[config.mk]
export PLATFORM = sky130hd
export DESIGN_NAME = zynq_shell_top
export DESIGN_NICKNAME = d
export VERILOG_FILES = /design/src/rtl/zynq_shell_pkg.sv /design/src/rtl/io_fifo_if.sv /design/src/rtl/io_write_packer.sv /design/src/rtl/io_fifo.sv /design/src/rtl/host_csr_file.sv /design/src/rtl/mem_addr_xlate.sv /design/src/rtl/zynq_shell_top.sv
export VERILOG_INCLUDE_DIRS = /design/src /design/src/rtl
export SDC_FILE = /design/constraint.sdc
export NUM_CORES = 1
export LEC_CHECK = 0
export BUFFER_PORTS_ARGS = -buffer_cell sky130_fd_sc_hd__buf_2
export CAP_MARGIN = 5
export CORE_MARGIN = 2
export CORE_UTILIZATION = 55
export CTS_BUF_LIST = sky130_fd_sc_hd__clkbuf_8
export CTS_CLUSTER_DIAMETER = 120
export DETAILED_ROUTE_END_ITERATION = 7
export GPL_ROUTABILITY_DRIVEN = 0
export PLACE_DENSITY = 0.78
export SETUP_SLACK_MARGIN = 0.02
export SYNTH_ARGS = -nofsm -noshare
export SYNTH_HDL_FRONTEND = slang
export SYNTH_SLANG_ARGS = --single-unit
[constraint.sdc]
create_clock -name clk_i -period 6.5 [get_ports clk_i]
set_input_delay 1.3 -clock clk_i [delete_from_list [all_inputs] [get_ports clk_i]]
set_output_delay 1.3 -clock clk_i [all_outputs]
set_load 0.01 [all_outputs]
[src/rtl/zynq_shell_consts.svh]
`ifndef ZYNQ_SHELL_CONSTS_SVH
`define ZYNQ_SHELL_CONSTS_SVH

// host register word and host side addressing
`define ZS_CSR_WIDTH 32
`define ZS_HOST_ADDR_WIDTH 32
// the core physical space is wider than anything the host can see
`define ZS_CORE_ADDR_WIDTH 40
`define ZS_DRAM_ADDR_WIDTH 32
// core DRAM starts here, the remap strips it off with an xor
`define ZS_DRAM_BASE 32'h8000_0000
// one sticky bit per 8 MB region of core DRAM
`define ZS_PROF_BITS 128
`define ZS_FIFO_DEPTH 8

// host register map, the profiler occupies four slots from PROF0
`define ZS_IDX_WIDTH 4
`define ZS_IDX_RESET 0
`define ZS_IDX_ALLOC 1
`define ZS_IDX_BASE 2
`define ZS_IDX_CORE_RESET 3
`define ZS_IDX_PROF0 4
`define ZS_IDX_FIFO 8

`endif

[src/rtl/zynq_shell_pkg.sv]
`include "zynq_shell_consts.svh"

package zynq_shell_pkg;

   // layout of one core I/O write as the host sees it
   // valid sits on top so the host can tell a real entry from an empty read
   typedef struct packed
   {
      logic        valid;
      logic [22:0] addr;
      logic [7:0]  data;
   } io_fifo_fields_s;

   // the packer fills in fields while the host only ever wants the raw word
   typedef union packed
   {
      io_fifo_fields_s             fields;
      logic [`ZS_CSR_WIDTH-1:0]    raw;
   } io_fifo_word_u;

endpackage

[src/rtl/io_fifo_if.sv]
`timescale 1ns/1ns

interface io_fifo_if;

   // push side, a word moves when push_v and push_ready meet on an edge
   zynq_shell_pkg::io_fifo_word_u push_data;
   logic                          push_v;
   logic                          push_ready;

   // pop side, pop_yumi is only raised while pop_v is high
   zynq_shell_pkg::io_fifo_word_u pop_data;
   logic                          pop_v;
   logic                          pop_yumi;

   modport producer (output push_data, output push_v, input push_ready);

   modport buffer (input push_data, input push_v, output push_ready,
                   output pop_data, output pop_v, input pop_yumi);

   modport consumer (input pop_data, input pop_v, output pop_yumi);

endinterface

[src/rtl/io_write_packer.sv]
`timescale 1ns/1ns

module io_write_packer
   (
    input  logic        io_req_i
    ,input  logic        io_we_i
    ,input  logic [22:0] io_addr_i
    ,input  logic [7:0]  io_data_i
    ,output logic        io_ready_o
    ,io_fifo_if.producer fifo
    );

   logic io_write;

   // only writes are forwarded, I/O reads never reach the host
   assign io_write = io_req_i & io_we_i;

   // the valid flag travels inside the word as well as on push_v
   assign fifo.push_data.fields.valid = io_write;
   assign fifo.push_data.fields.addr  = io_addr_i;
   assign fifo.push_data.fields.data  = io_data_i;
   assign fifo.push_v                 = io_write;

   // the core sees FIFO back-pressure directly and must hold off
   // while this is low, anything it offers is lost
   assign io_ready_o = fifo.push_ready;

endmodule

[src/rtl/io_fifo.sv]
`timescale 1ns/1ns
`include "zynq_shell_consts.svh"

module io_fifo
   #(parameter int DEPTH = `ZS_FIFO_DEPTH)
   (
    input  logic       clk_i
    ,input  logic       reset_i
    ,io_fifo_if.buffer  fifo
    );

   localparam int PTR_W = $clog2(DEPTH);
   localparam int CNT_W = $clog2(DEPTH + 1);

   zynq_shell_pkg::io_fifo_word_u mem_r [DEPTH];
   logic [PTR_W-1:0]              wr_ptr_r;
   logic [PTR_W-1:0]              rd_ptr_r;
   logic [CNT_W-1:0]              count_r;
   logic                          full;
   logic                          empty;
   logic                          push;
   logic                          pop;

   // pointers wrap explicitly so depths that are not a power of two work
   function automatic logic [PTR_W-1:0] ptr_next(input logic [PTR_W-1:0] ptr);
      return (ptr == PTR_W'(DEPTH - 1)) ? '0 : ptr + 1'b1;
   endfunction

   assign full  = (count_r == CNT_W'(DEPTH));
   assign empty = (count_r == '0);

   // a pop in the same cycle frees the head slot, so a full FIFO can still take a word
   assign fifo.push_ready = ~full | fifo.pop_yumi;
   assign fifo.pop_v      = ~empty;
   assign fifo.pop_data   = mem_r[rd_ptr_r];

   assign push = fifo.push_v & fifo.push_ready;
   assign pop  = fifo.pop_yumi & ~empty;

   // storage holds payload only, occupancy is tracked by the count
   always_ff @(posedge clk_i)
   begin
      if (push)
      begin
         mem_r[wr_ptr_r] <= fifo.push_data;
      end
   end

   always_ff @(posedge clk_i)
   begin
      if (reset_i)
      begin
         wr_ptr_r <= '0;
         rd_ptr_r <= '0;
         count_r  <= '0;
      end
      else
      begin
         if (push)
         begin
            wr_ptr_r <= ptr_next(wr_ptr_r);
         end
         if (pop)
         begin
            rd_ptr_r <= ptr_next(rd_ptr_r);
         end
         // push and pop together leave the count unchanged
         count_r <= count_r + CNT_W'(push) - CNT_W'(pop);
      end
   end

endmodule

[src/rtl/host_csr_file.sv]
`timescale 1ns/1ns
`include "zynq_shell_consts.svh"

module host_csr_file
   (
    input  logic                      clk_i
    ,input  logic                      reset_i
    ,input  logic                      host_we_i
    ,input  logic [`ZS_IDX_WIDTH-1:0]  host_widx_i
    ,input  logic [`ZS_CSR_WIDTH-1:0]  host_wdata_i
    ,input  logic                      host_re_i
    ,input  logic [`ZS_IDX_WIDTH-1:0]  host_ridx_i
    ,output logic [`ZS_CSR_WIDTH-1:0]  host_rdata_o
    ,output logic                      host_rvalid_o
    ,input  logic [`ZS_PROF_BITS-1:0]  prof_i
    ,output logic [`ZS_CSR_WIDTH-1:0]  dram_base_o
    ,output logic                      bp_reset_o
    ,output logic                      core_reset_o
    ,io_fifo_if.consumer               fifo
    );

   // the four host writable control words, indexed directly by the low index bits
   logic [3:0][`ZS_CSR_WIDTH-1:0] csr_r;
   // profiler seen as four host words, low word first
   logic [3:0][`ZS_CSR_WIDTH-1:0] prof_words;
   logic [`ZS_CSR_WIDTH-1:0]      rdata_n;
   logic                          fifo_rd;

   assign prof_words = prof_i;

   // the host releases each reset by writing a one into bit 0
   // so both resets stay asserted from power up until software says otherwise
   assign bp_reset_o   = reset_i | ~csr_r[`ZS_IDX_RESET][0];
   assign core_reset_o = reset_i | ~csr_r[`ZS_IDX_CORE_RESET][0];
   assign dram_base_o  = csr_r[`ZS_IDX_BASE];

   // a read of the FIFO slot consumes the head, but only if there is one
   assign fifo_rd       = host_re_i & (host_ridx_i == `ZS_IDX_FIFO);
   assign fifo.pop_yumi = fifo_rd & fifo.pop_v;

   // read select, unmapped slots and an empty FIFO both read as zero
   always_comb
   begin
      rdata_n = '0;
      if (host_ridx_i <= `ZS_IDX_CORE_RESET)
      begin
         rdata_n = csr_r[host_ridx_i[1:0]];
      end
      else if (host_ridx_i < `ZS_IDX_PROF0 + 4)
      begin
         rdata_n = prof_words[host_ridx_i[1:0]];
      end
      else if (fifo_rd && fifo.pop_v)
      begin
         rdata_n = fifo.pop_data.raw;
      end
   end

   always_ff @(posedge clk_i)
   begin
      if (reset_i)
      begin
         csr_r         <= '0;
         host_rvalid_o <= 1'b0;
      end
      else
      begin
         // one valid pulse per read, so reads can be issued back to back
         host_rvalid_o <= host_re_i;
         if (host_we_i)
         begin
            case (host_widx_i)
               `ZS_IDX_RESET, `ZS_IDX_ALLOC, `ZS_IDX_BASE, `ZS_IDX_CORE_RESET:
                  csr_r[host_widx_i[1:0]] <= host_wdata_i;
               default:
                  csr_r <= csr_r;
            endcase
         end
      end
   end

   // read data is only meaningful alongside host_rvalid_o
   always_ff @(posedge clk_i)
   begin
      if (host_re_i)
      begin
         host_rdata_o <= rdata_n;
      end
   end

endmodule

[src/rtl/mem_addr_xlate.sv]
`timescale 1ns/1ns
`include "zynq_shell_consts.svh"

module mem_addr_xlate
   (
    input  logic                            clk_i
    ,input  logic [`ZS_HOST_ADDR_WIDTH-1:0]  host_addr_i
    ,output logic [`ZS_CORE_ADDR_WIDTH-1:0]  core_addr_o
    ,input  logic                            core_mem_v_i
    ,input  logic [`ZS_DRAM_ADDR_WIDTH-1:0]  core_mem_addr_i
    ,output logic                            ps_mem_v_o
    ,output logic [`ZS_DRAM_ADDR_WIDTH-1:0]  ps_mem_addr_o
    ,input  logic [`ZS_CSR_WIDTH-1:0]        dram_base_i
    ,input  logic                            prof_clear_i
    ,output logic [`ZS_PROF_BITS-1:0]        prof_o
    );

   localparam int PROF_IDX_W = $clog2(`ZS_PROF_BITS);

   logic [PROF_IDX_W-1:0] prof_idx;

   // the host sees two 256 MB windows and bit 29 picks one
   // bit 29 clear lands in core DRAM at 0x8000_0000 and up
   // bit 29 set lands in the core's local space starting at zero
   assign core_addr_o = {{(`ZS_CORE_ADDR_WIDTH - 32){1'b0}},
                         ~host_addr_i[29],
                         3'b000,
                         host_addr_i[27:0]};

   // core DRAM addresses carry the 0x8000_0000 base, xor removes it
   // and the host allocated physical base is then added on
   assign ps_mem_addr_o = (core_mem_addr_i ^ `ZS_DRAM_BASE) + dram_base_i;
   assign ps_mem_v_o    = core_mem_v_i;

   // each profiler bit covers one 8 MB slice of the low 1 GB
   assign prof_idx = core_mem_addr_i[29:23];

   // the bits are sticky until the core complex goes back into reset
   // which also covers the global reset
   always_ff @(posedge clk_i)
   begin
      if (prof_clear_i)
      begin
         prof_o <= '0;
      end
      else if (core_mem_v_i)
      begin
         prof_o[prof_idx] <= 1'b1;
      end
   end

endmodule

[src/rtl/zynq_shell_top.sv]
`timescale 1ns/1ns
`include "zynq_shell_consts.svh"

module zynq_shell_top
   (
    input  logic                            clk_i
    ,input  logic                            reset_i
    // host register port
    ,input  logic                            host_we_i
    ,input  logic [`ZS_IDX_WIDTH-1:0]        host_widx_i
    ,input  logic [`ZS_CSR_WIDTH-1:0]        host_wdata_i
    ,input  logic                            host_re_i
    ,input  logic [`ZS_IDX_WIDTH-1:0]        host_ridx_i
    ,output logic [`ZS_CSR_WIDTH-1:0]        host_rdata_o
    ,output logic                            host_rvalid_o
    // host window into the core
    ,input  logic [`ZS_HOST_ADDR_WIDTH-1:0]  host_addr_i
    ,output logic [`ZS_CORE_ADDR_WIDTH-1:0]  core_addr_o
    // core DRAM requests toward the PS
    ,input  logic                            core_mem_v_i
    ,input  logic [`ZS_DRAM_ADDR_WIDTH-1:0]  core_mem_addr_i
    ,output logic                            ps_mem_v_o
    ,output logic [`ZS_DRAM_ADDR_WIDTH-1:0]  ps_mem_addr_o
    ,output logic                            bp_reset_o
    ,output logic                            core_reset_o
    // core I/O writes toward the host
    ,input  logic                            io_req_i
    ,input  logic                            io_we_i
    ,input  logic [22:0]                     io_addr_i
    ,input  logic [7:0]                      io_data_i
    ,output logic                            io_ready_o
    );

   logic [`ZS_CSR_WIDTH-1:0] dram_base;
   logic [`ZS_PROF_BITS-1:0] prof;

   io_fifo_if fifo_if ();

   io_write_packer i_packer
      (.io_req_i   (io_req_i)
       ,.io_we_i    (io_we_i)
       ,.io_addr_i  (io_addr_i)
       ,.io_data_i  (io_data_i)
       ,.io_ready_o (io_ready_o)
       ,.fifo       (fifo_if.producer)
       );

   io_fifo #(.DEPTH(`ZS_FIFO_DEPTH)) i_fifo
      (.clk_i    (clk_i)
       ,.reset_i (reset_i)
       ,.fifo    (fifo_if.buffer)
       );

   // the core complex reset also clears the profiler, so it is fed back in below
   host_csr_file i_csr
      (.clk_i          (clk_i)
       ,.reset_i       (reset_i)
       ,.host_we_i     (host_we_i)
       ,.host_widx_i   (host_widx_i)
       ,.host_wdata_i  (host_wdata_i)
       ,.host_re_i     (host_re_i)
       ,.host_ridx_i   (host_ridx_i)
       ,.host_rdata_o  (host_rdata_o)
       ,.host_rvalid_o (host_rvalid_o)
       ,.prof_i        (prof)
       ,.dram_base_o   (dram_base)
       ,.bp_reset_o    (bp_reset_o)
       ,.core_reset_o  (core_reset_o)
       ,.fifo          (fifo_if.consumer)
       );

   mem_addr_xlate i_xlate
      (.clk_i            (clk_i)
       ,.host_addr_i     (host_addr_i)
       ,.core_addr_o     (core_addr_o)
       ,.core_mem_v_i    (core_mem_v_i)
       ,.core_mem_addr_i (core_mem_addr_i)
       ,.ps_mem_v_o      (ps_mem_v_o)
       ,.ps_mem_addr_o   (ps_mem_addr_o)
       ,.dram_base_i     (dram_base)
       ,.prof_clear_i    (bp_reset_o)
       ,.prof_o          (prof)
       );

endmodule

Word level (Yosys, flattened, before mapping)
Memory sizes are Yosys's and may differ from the RTL's. A register that Yosys moved wholly into a read port is not among the register bits.
Index checks and enable logic that the tools add are counted.
{"block": "classes", "magnitude_cmp": 7, "n_addsub": 5, "n_reduce_logical": 7, "bitwise_logic": 15, "muxes": 18, "n_eq_ne": 7}
{"operator": "two-way mux 32 bit", "count": 6}
{"operator": "binary-select mux 32 bit (select 2 bit)", "count": 2}
{"operator": "bitwise mux 128 bit", "count": 1}
{"operator": "OR 128 bit", "count": 1}
{"operator": "demux 32 bit (select 2 bit)", "count": 1}
{"operator": "adder 32 bit", "count": 1}
{"operator": "two-way mux 3 bit", "count": 4}
{"operator": "== test 4 x 2 -> 1 bit, second input constant", "count": 2}
{"operator": "== test 4 bit, second input constant", "count": 2}
{"operator": "logical NOT 4 bit", "count": 2}
{"operator": "less-than comparator 7 x 8 -> 1 bit, second input constant", "count": 1}
{"operator": "demux 1 bit (select 7 bit)", "count": 1}
{"operator": "greater-or-equal comparator 7 x 1 -> 1 bit, second input constant", "count": 1}
{"operator": "adder 3 x 1 -> 3 bit, second input constant", "count": 2}
{"operator": "== test 3 bit, second input constant", "count": 2}
{"operator": "less-than comparator 2 x 3 -> 1 bit, second input constant", "count": 2}
{"operator": "NOT 1 bit", "count": 6}
{"operator": "AND 1 bit", "count": 5}
{"operator": "adder 4 x 1 -> 4 bit", "count": 1}
{"operator": "== test 4 x 1 -> 1 bit, second input constant", "count": 1}
{"operator": "less-or-equal comparator 4 x 2 -> 1 bit, second input constant", "count": 1}
{"operator": "less-than comparator 4 bit, second input constant", "count": 1}
{"operator": "OR reduction 4 bit", "count": 1}
{"operator": "subtractor 4 x 1 -> 4 bit", "count": 1}
{"operator": "5 further kinds", "count": 11}
{"block": "word_totals", "inputBits": 142, "mem_count": 1, "ff_bits": 299, "ram_bits": 256, "wordCells": 70}
{"memory": "i_fifo.mem_r", "words": 8, "word_bits": 32, "rd": 1, "rd_clocked_by_memory_dff": 1, "wr": 1, "line": "io_fifo.sv:15", "source": "zynq_shell_pkg::io_fifo_word_u mem_r [DEPTH];"}

Logic depth before layout (Yosys ltp)
Gate-level depths: netlist of the first run.
{"block": "depth", "ltp_word": 7, "depth_mapped": 13}

By module
A second synthesis of the first run with hierarchy kept.
{"block": "hier_totals", "cells_unflattened": 1929, "hier_area_um2": 25126.6}
{"module": "io_fifo", "n_inst": 1, "area_each_um2": 10476.3, "cells_each": 447}
{"module": "host_csr_file", "n_inst": 1, "area_each_um2": 8424.3, "cells_each": 723}
{"module": "mem_addr_xlate", "n_inst": 1, "area_each_um2": 5972.0, "cells_each": 725}
{"module": "io_write_packer", "n_inst": 1, "area_each_um2": 254.0, "cells_each": 34}

Worst setup path after synthesis of the first run
OpenSTA, ideal clock, no wires.
{"block": "synth_path", "kind": "input to register", "startpoint": "input port host_ridx_i[0]", "endpoint": "memory i_fifo.mem_r[1][0] (netlist bit) (enable)", "path_stages": 7, "path_slack_ps": 168, "required_ps": 5987, "n_path_buf": 2, "setup_ps": 513, "t_arrival_ps": 5819, "path_cell_list": "buf_2 > clkbuf_1 > nor4_1 > nand2_1 > nand3_1 > nand2_1 > nor4b_1"}
{"block": "synth_via", "elab_chain_cells": 7}
{"item": "start: declaration", "line": "zynq_shell_top.sv:13", "source": ",input logic [`ZS_IDX_WIDTH-1:0] host_ridx_i"}
{"item": "== test 4 bit (no source line)"}
{"item": "AND 1 bit", "line": "host_csr_file.sv:38", "source": "assign fifo_rd = host_re_i & (host_ridx_i == `ZS_IDX_FIFO);"}
{"item": "AND 1 bit", "line": "host_csr_file.sv:39", "source": "assign fifo.pop_yumi = fifo_rd & fifo.pop_v;"}
{"item": "OR 1 bit", "line": "io_fifo.sv:33", "source": "assign fifo.push_ready = ~full | fifo.pop_yumi;"}
{"item": "net io_ready_o", "line": "zynq_shell_top.sv:31", "source": ",output logic io_ready_o"}
{"item": "AND 1 bit", "line": "io_fifo.sv:37", "source": "assign push = fifo.push_v & fifo.push_ready;"}
{"item": "two-way mux 1 bit", "line": "io_fifo.sv:43", "source": "if (push)"}
{"item": "two-way mux 1 bit (not written as such)", "line": "io_fifo.sv:45", "source": "mem_r[wr_ptr_r] <= fifo.push_data;"}
{"item": "end: declaration", "line": "io_fifo.sv:15"}
The timed path passes the listed nets, and every way through them passes these cells.

Worst setup path after layout of the first run
{"block": "layout_path", "startpoint": "input port core_mem_addr_i[0]", "endpoint": "output port ps_mem_addr_o[30]"}
{"block": "layout_via", "elab_chain_cells": 1}
{"item": "start: declaration", "line": "zynq_shell_top.sv:21", "source": ",input logic [`ZS_DRAM_ADDR_WIDTH-1:0] core_mem_addr_i"}
{"item": "adder 32 bit", "line": "mem_addr_xlate.sv:32", "source": "assign ps_mem_addr_o = (core_mem_addr_i ^ `ZS_DRAM_BASE) + dram_base_i;"}
{"item": "end: declaration", "line": "zynq_shell_top.sv:23", "source": ",output logic [`ZS_DRAM_ADDR_WIDTH-1:0] ps_mem_addr_o"}
No other way between the ends.

==> run metrics, run 1 <==
status=complete, no violations; Comb power frac=6.7%; clock power share=40.4%; Final Max Tran Viols=0; ant diodes=0; # Post-CTS Setup Buffers=0; sw frac=23.1%; Switch Pwr=1660 uW; CP top delay family=compound AO/OA/AOI/OAI gates; total number of vias=16200; maximum fanout along the worst path=4; Cell Int Power=5510 uW; arrival time worst endpoint=4.09 ns; Initial Util=56.0%; Worst Path Buf+Inv=3; clock slew at reported path FFs=0.06 ns; Yosys top cell area share=36.7%; VDD IR max=0.000202 V; vias in the first global route=15800; M2 GR Usage=42.6%; Routed WL=58.5 mm; Critical Path Sink Type=output pin; Seq/Total Area, Yosys=59.6%; Startpoint Class=input pin; worst-skew pair later-pin latency=0.65 ns; Pre-antenna DRT Iters=6; most frequent cell after synthesis=nand2_1; drc violations=0; TritonCTS clock tree=yes; Syn Area/Cell=12.2 um2; GR Util met3=5.75%; worst-margin pin slew=1.31 ns; initial antenna violation count=5; CTS sink count=558; Die Y=211 um; total grt overflow=0; ys async rst share=0%; Worst Path Class, Setup=input pin to output pin; GRT Overall Usage=26.2%; die width=211 um; post-synth top area cell=edfxtp_1; Synth area leaders=edfxtp_1 37%, dfxtp_1 23%, mux4_2 12%, a21oi_1 6.2%, nand2_1 4.8%; Final Cycle Share=82.9%; RSZ-0062 raised after global routing=no; top cells by count, synth=300 x nand2_1, 293 x a21oi_1, 288 x edfxtp_1; hold crit path type=flip-flop to flip-flop; Total Neg Setup Slack=0 ns; CTS Hold Bufs=0; Rel. slew slack=12.5%; Post-Route Skew=0.0377 ns; Final Power=7160 uW; Final Hold Viols=0; vias per inst=6.04; FF+latch count, synth=558; initial drt markers=1625; slowest stage cell, crit path=fa_1; NumNets Final=2271; Post-Syn Instances=1940; crit path cell chain=buf_2 > ha_1 > fa_1 > a21o_1 > a221oi_1 > buf_4 > and2_1 > o21ai_2 > a41oi_2 > o21ba_2 > o21ai_0 > xor2_1 > buf_2; CTS Buffer Depth=3; IO Count=251; Synth cell types=54; f_max=186 MHz; root buffer cell=clkbuf_8; total die area=44600 um2; share of layout cells above drive strength 1=22.6%; Pwr Density=270 nW/um2; WL/cell=21.8 um; max-cap violations=0; site row count=75; Core ar.=42100 um2; min Tclk post-route=5.39 ns; H-tree levels=3; GR peak layer=met2; Sequential Power Share=52.9%; EDFF count, synth=288; DRT antenna net count=0; mapped cell area=23600 um2; Area growth syn-to-layout=12.3%; largest net degree at the start of global routing=95; CP max stage delay=0.42 ns; CTS buffer count=85; grt met1 use=34.8%; Main synth FF type=edfxtp_1; buffers added on ports=180; Setup violations, final=0; post_cts resized=0; leakage power=0.00926 uW; worst endpoint required time=5.20 ns; most used cell, CP=buf_2; synth warn=0; first-pass GRT wire length=89.0 mm; Detail Placement HPWL=37.9 mm
-- power by group through the flow --
stage / sequential (uW) / clock, uW / combinational (uW)
floorplan: 3870 / 0 / 296
global placement: 3860 / 0 / 462
detailed placement: 3870 / 0 / 477
CTS: 3790 / 2930 / 479
global route: 3800 / 3080 / 518
finish: 3790 / 2890 / 481
-- final timing paths --
| check | slack [ns] | cells past startpoint | start | end |
|---|---|---|---|---|
| worst max-delay path | 1.11 | 13 | core_mem_addr_i[0] | ps_mem_addr_o[30] |
| worst min-delay path | 0.45 | 2 | i_csr.csr_r[111]$_SDFFE_PP0P_ | i_csr.csr_r[111]$_SDFFE_PP0P_ |
| worst max register to register | 3.49 | 5 | flip-flop | i_csr.host_rdata_o[25]$_DFFE_PP_ |
| worst min register to register | 0.45 | 2 | i_csr.csr_r[111]$_SDFFE_PP0P_ | i_csr.csr_r[111]$_SDFFE_PP0P_ |
-- layout by cell type, fill, tap and decap left out, types with 4 or more instances in the layout --
cell type / count
nor2b_1: 35
buf_4: 29
and3_1: 4
nor3_2: 6
inv_1: 46
buf_2: 178
nor3_1: 9
o21bai_1: 4
xnor2_1: 17
and2_1: 4
o21a_1: 33
mux2i_1: 32
dfxtp_1: 267
a21o_1: 18
xor2_1: 16
a21oi_1: 293
ha_1: 41
o21ai_0: 13
nand2_1: 300
conb_1: 11
clkbuf_8: 107
mux4_2: 128
nand3_1: 7
nand2b_1: 10
nor2_1: 161
edfxtp_1: 288
o22ai_1: 32
-- cells by family after synthesis --
| group | after synthesis | synth area share, % |
|---|---|---|
| other | 1 | 0.0159 |
| adder cells (fa/ha/maj) | 43 | 2.34 |
| XOR/XNOR | 33 | 1.22 |
| flip-flops | 558 | 59.6 |
| buffers and inverters | 175 | 3.48 |
| multiplexers | 160 | 13.6 |
| AO/OA/AOI/OAI | 418 | 10.2 |
| AND/OR/NAND/NOR | 552 | 9.64 |
-- worst min-delay path, delay by kind of cell (launching register included) --
kind,cells,cell delay [ns]
simple gates,1,0.05
flops,1,0.31
compound gates,1,0.05
-- through the flow --
step	worst slack (ns)	util [%]	hold WS, ns	instance area [um2]	std cells
6_report	1.11	62.9	0.453	26500	2689
5_1_grt	0.938	62.9	0.474	26500	2689
3_5_place_dp	1.13	58.7	0.448	24800	2537
3_3_place_gp	1.14	58.7	0.438	24800	2537
4_1_cts	1.12	62.8	0.454	26500	2688
2_1_floorplan	0.168	-	0.431	23600	1950
-- layer usage --
layer,wire length (um),share of wire [%]
met4,1710,2.9
met2,28000,48
met3,5520,9.4
met5,63,0.11
met1,23200,40
-- registers in the layout (all words and copies together), names as in the netlist, 3 cells and up, named ones only --
name / cells
i_fifo.mem_r: 256
i_xlate.prof_o: 128
i_csr.csr_r: 96
i_csr.dram_base_o: 32
i_csr.host_rdata_o: 32
i_fifo.count_r: 4
i_fifo.rd_ptr_r: 3
i_fifo.wr_ptr_r: 3
-- cell type report --
type	instances	area, um2
Clock inverter	44	255
Clock buffer	107	1470
Timing Repair Buffer	209	1140
Inverter	15	56.3
Sequential cell	558	14100
Tap cell	539	674
Fill cell	3115	15600
Multi-Input combinational cell	1217	8830
(Power assumes the default switching activity.)
==> run 2: changes to the inputs <==
PLACE_DENSITY = 0.75   (was 0.78)
clock period = 5.3 ns   (was 6.5 ns; I/O delays follow)
==> run metrics, run 2 (same netlist as run 1, synthesis figures left out) <==
status=complete, no violations (unchanged); leakage power=0.00924 uW (was 0.00926 uW); Post-Route Skew=0.0241 ns (was 0.0377 ns); DRT antenna net count=0 (unchanged); worst endpoint required time=4.24 ns (was 5.20 ns); initial antenna violation count=6 (was 5); Comb power frac=7.0% (was 6.7%); TritonCTS clock tree=yes (unchanged); H-tree levels=3 (unchanged); total die area=44600 um2 (unchanged); most frequent cells in the layout=300 x nand2_1, 293 x a21oi_1, 288 x edfxtp_1, 267 x dfxtp_1, 178 x buf_2 (unchanged); worst-margin pin slew=1.29 ns (was 1.31 ns); # Post-CTS Setup Buffers=0 (unchanged); Setup violations, final=0 (unchanged); GRT Overall Usage=26.4% (was 26.2%); sw frac=23.9% (was 23.1%); initial drt markers=1825 (was 1625); die width=211 um (unchanged); post_cts resized=0 (unchanged); max reg flops=256 (unchanged); f_max=210 MHz; CP max stage delay=0.41 ns (was 0.42 ns); fillers=3142 (was 3115); Sequential Power Share=54.5% (was 52.9%); total grt overflow=0 (unchanged); Critical Path Sink Type=output pin (unchanged); buffers added on ports=180 (unchanged); slowest stage cell, crit path=fa_1 (unchanged); vias in the first global route=15800 (about the same); area of placed instances=24900 um2 (was 24800 um2); setup ws final=0.545 ns (was 1.11 ns); CTS Hold Bufs=0 (unchanged); Worst Path Class, Setup=input pin to output pin (unchanged); crit path cell chain=buf_2 > ha_1 > fa_1 > a21o_1 > a221oi_1 > buf_4 > and2_1 > o21ai_2 > a41oi_2 > o21ba_2 > o21ai_0 > xor2_1 > buf_2 (unchanged); Final Hold Viols=0 (unchanged); root buffer cell=clkbuf_8 (unchanged); Core ar.=42100 um2 (unchanged); Largest regs=i_fifo.mem_r x256, i_xlate.prof_o x128, i_csr.csr_r x96 (unchanged); Cell Int Power=6500 uW (was 5510 uW); commonest non-fill, non-tap cell in the layout=nand2_1 (unchanged); worst-skew pair later-pin latency=0.65 ns (about the same); pre-CTS WS=0.542 ns (was 1.13 ns); max-cap violations=0 (unchanged); share of layout cells above drive strength 1=22.4% (was 22.6%); site row count=75 (unchanged); Area growth syn-to-layout=12.2% (was 12.3%); Worst Path Buf+Inv=3 (unchanged); vias per inst=5.99 (was 6.04); total number of vias=16300 (was 16200); Pre-antenna DRT Iters=6 (unchanged); first-pass GRT wire length=89.6 mm (was 89.0 mm); Rel. slew slack=13.8% (was 12.5%); VDD IR max=0.000307 V (was 0.000202 V); Pwr Density=323 nW/um2 (was 270 nW/um2); Switch Pwr=2040 uW (was 1660 uW); clock slew at reported path FFs=0.06 ns (about the same); Detail Placement HPWL=38.2 mm (was 37.9 mm); drc violations=0 (unchanged); Final Cycle Share=89.7%; CTS sink count=558 (unchanged); Routed WL=58.6 mm (was 58.5 mm); CP top delay family=compound AO/OA/AOI/OAI gates (unchanged); largest register by flop count=i_fifo.mem_r (unchanged); arrival time worst endpoint=3.70 ns (was 4.09 ns); hold crit path type=flip-flop to flip-flop (unchanged); NumNets Final=2278 (was 2271); maximum fanout along the worst path=4 (unchanged); most used cell, CP=buf_2 (unchanged); RSZ-0062 raised after global routing=no (unchanged); Initial Util=56.0% (unchanged); CTS Buffer Depth=3 (unchanged); CTS buffer count=87 (was 85); Startpoint Class=input pin (unchanged); largest net degree at the start of global routing=100 (was 95); clock power share=38.5% (was 40.4%); WL/cell=21.6 um (was 21.8 um); Die Y=211 um (unchanged); Total Neg Setup Slack=0 ns (unchanged); min Tclk post-route=4.76 ns; IO Count=251 (unchanged); Final Max Tran Viols=0 (unchanged); Layout Cell Area excl Fill=26500 um2 (about the same)
==> run 2: cell types whose count changed in the layout (fill, tap and decap cells not counted), moves of 2 or more <==
cell	delta
clkinvlp_4	+4
nor3b_4	+2
buf_4	+4
clkinv_1	+10
diode_2	+8
buf_12	+2
nor3b_2	-2
bufinv_16	-2
inv_1	+5
clkinv_2	+7
clkbuf_8	-12
==> run 2: final cells by class <==
class | count | area, um2 | area share [%]
inverters | 15 | 56.3 | 0.213
diodes | 8 | 20.0 | 0.0756
clock buffers | 95 | 1310 | 4.94
well taps | 539 | 674 | 2.55
multi-input cells | 1217 | 8870 | 33.5
flip-flops and latches | 558 | 14100 | 53.1
repair buffers | 214 | 1200 | 4.53
clock inverters | 66 | 297 | 1.12
==> run 2: worst paths after layout <==
check,startpoint,end,slack [ns],cells after the start
max,core_mem_addr_i[0],ps_mem_addr_o[30],0.54,13
min reg2reg,i_csr.csr_r[108]$_SDFFE_PP0P_,i_csr.csr_r[108]$_SDFFE_PP0P_,0.45,2
max reg2reg,flip-flop,i_csr.host_rdata_o[23]$_DFFE_PP_,2.28,5
min,i_csr.csr_r[108]$_SDFFE_PP0P_,i_csr.csr_r[108]$_SDFFE_PP0P_,0.45,2
==> run 2: layer usage <==
layer  up-vias  GRT usage, %  share of wire, %
met3       136          5.49               8.4
met4         4          10.5               3.1
li1       7326             -                 -
met1      7998          35.4                41
met2       791          42.3                48
met5         -             0             0.043
==> run 2: power by group through the flow <==
stage / registers, uW / clock network [uW] / logic [uW]
floorplan: 4740 / 0 / 365
global placement: 4740 / 0 / 573
detailed placement: 4750 / 0 / 590
CTS: 4650 / 3360 / 593
global route: 4660 / 3560 / 642
finish: 4650 / 3290 / 597
==> run 2: tightest hold or removal path, delay by kind of cell, from the launching register on <==
family,cells,cell delay (ns)
flip-flops,1,0.31
AND/OR/NAND/NOR,1,0.05
AO/OA/AOI/OAI,1,0.05
==> run 2: metrics by stage <==
stage / std cells / utilization, % / power [uW] / hold WS (ns)
after floorplan: 1950 / - / 5100 / 0.431
after global placement: 2543 / 59.0 / 5310 / 0.438
after detailed placement: 2543 / 59.0 / 5340 / 0.446
after CTS: 2704 / 62.8 / 8600 / 0.455
after global routing: 2706 / 62.8 / 8860 / 0.469
final: 2712 / 62.9 / 8540 / 0.454
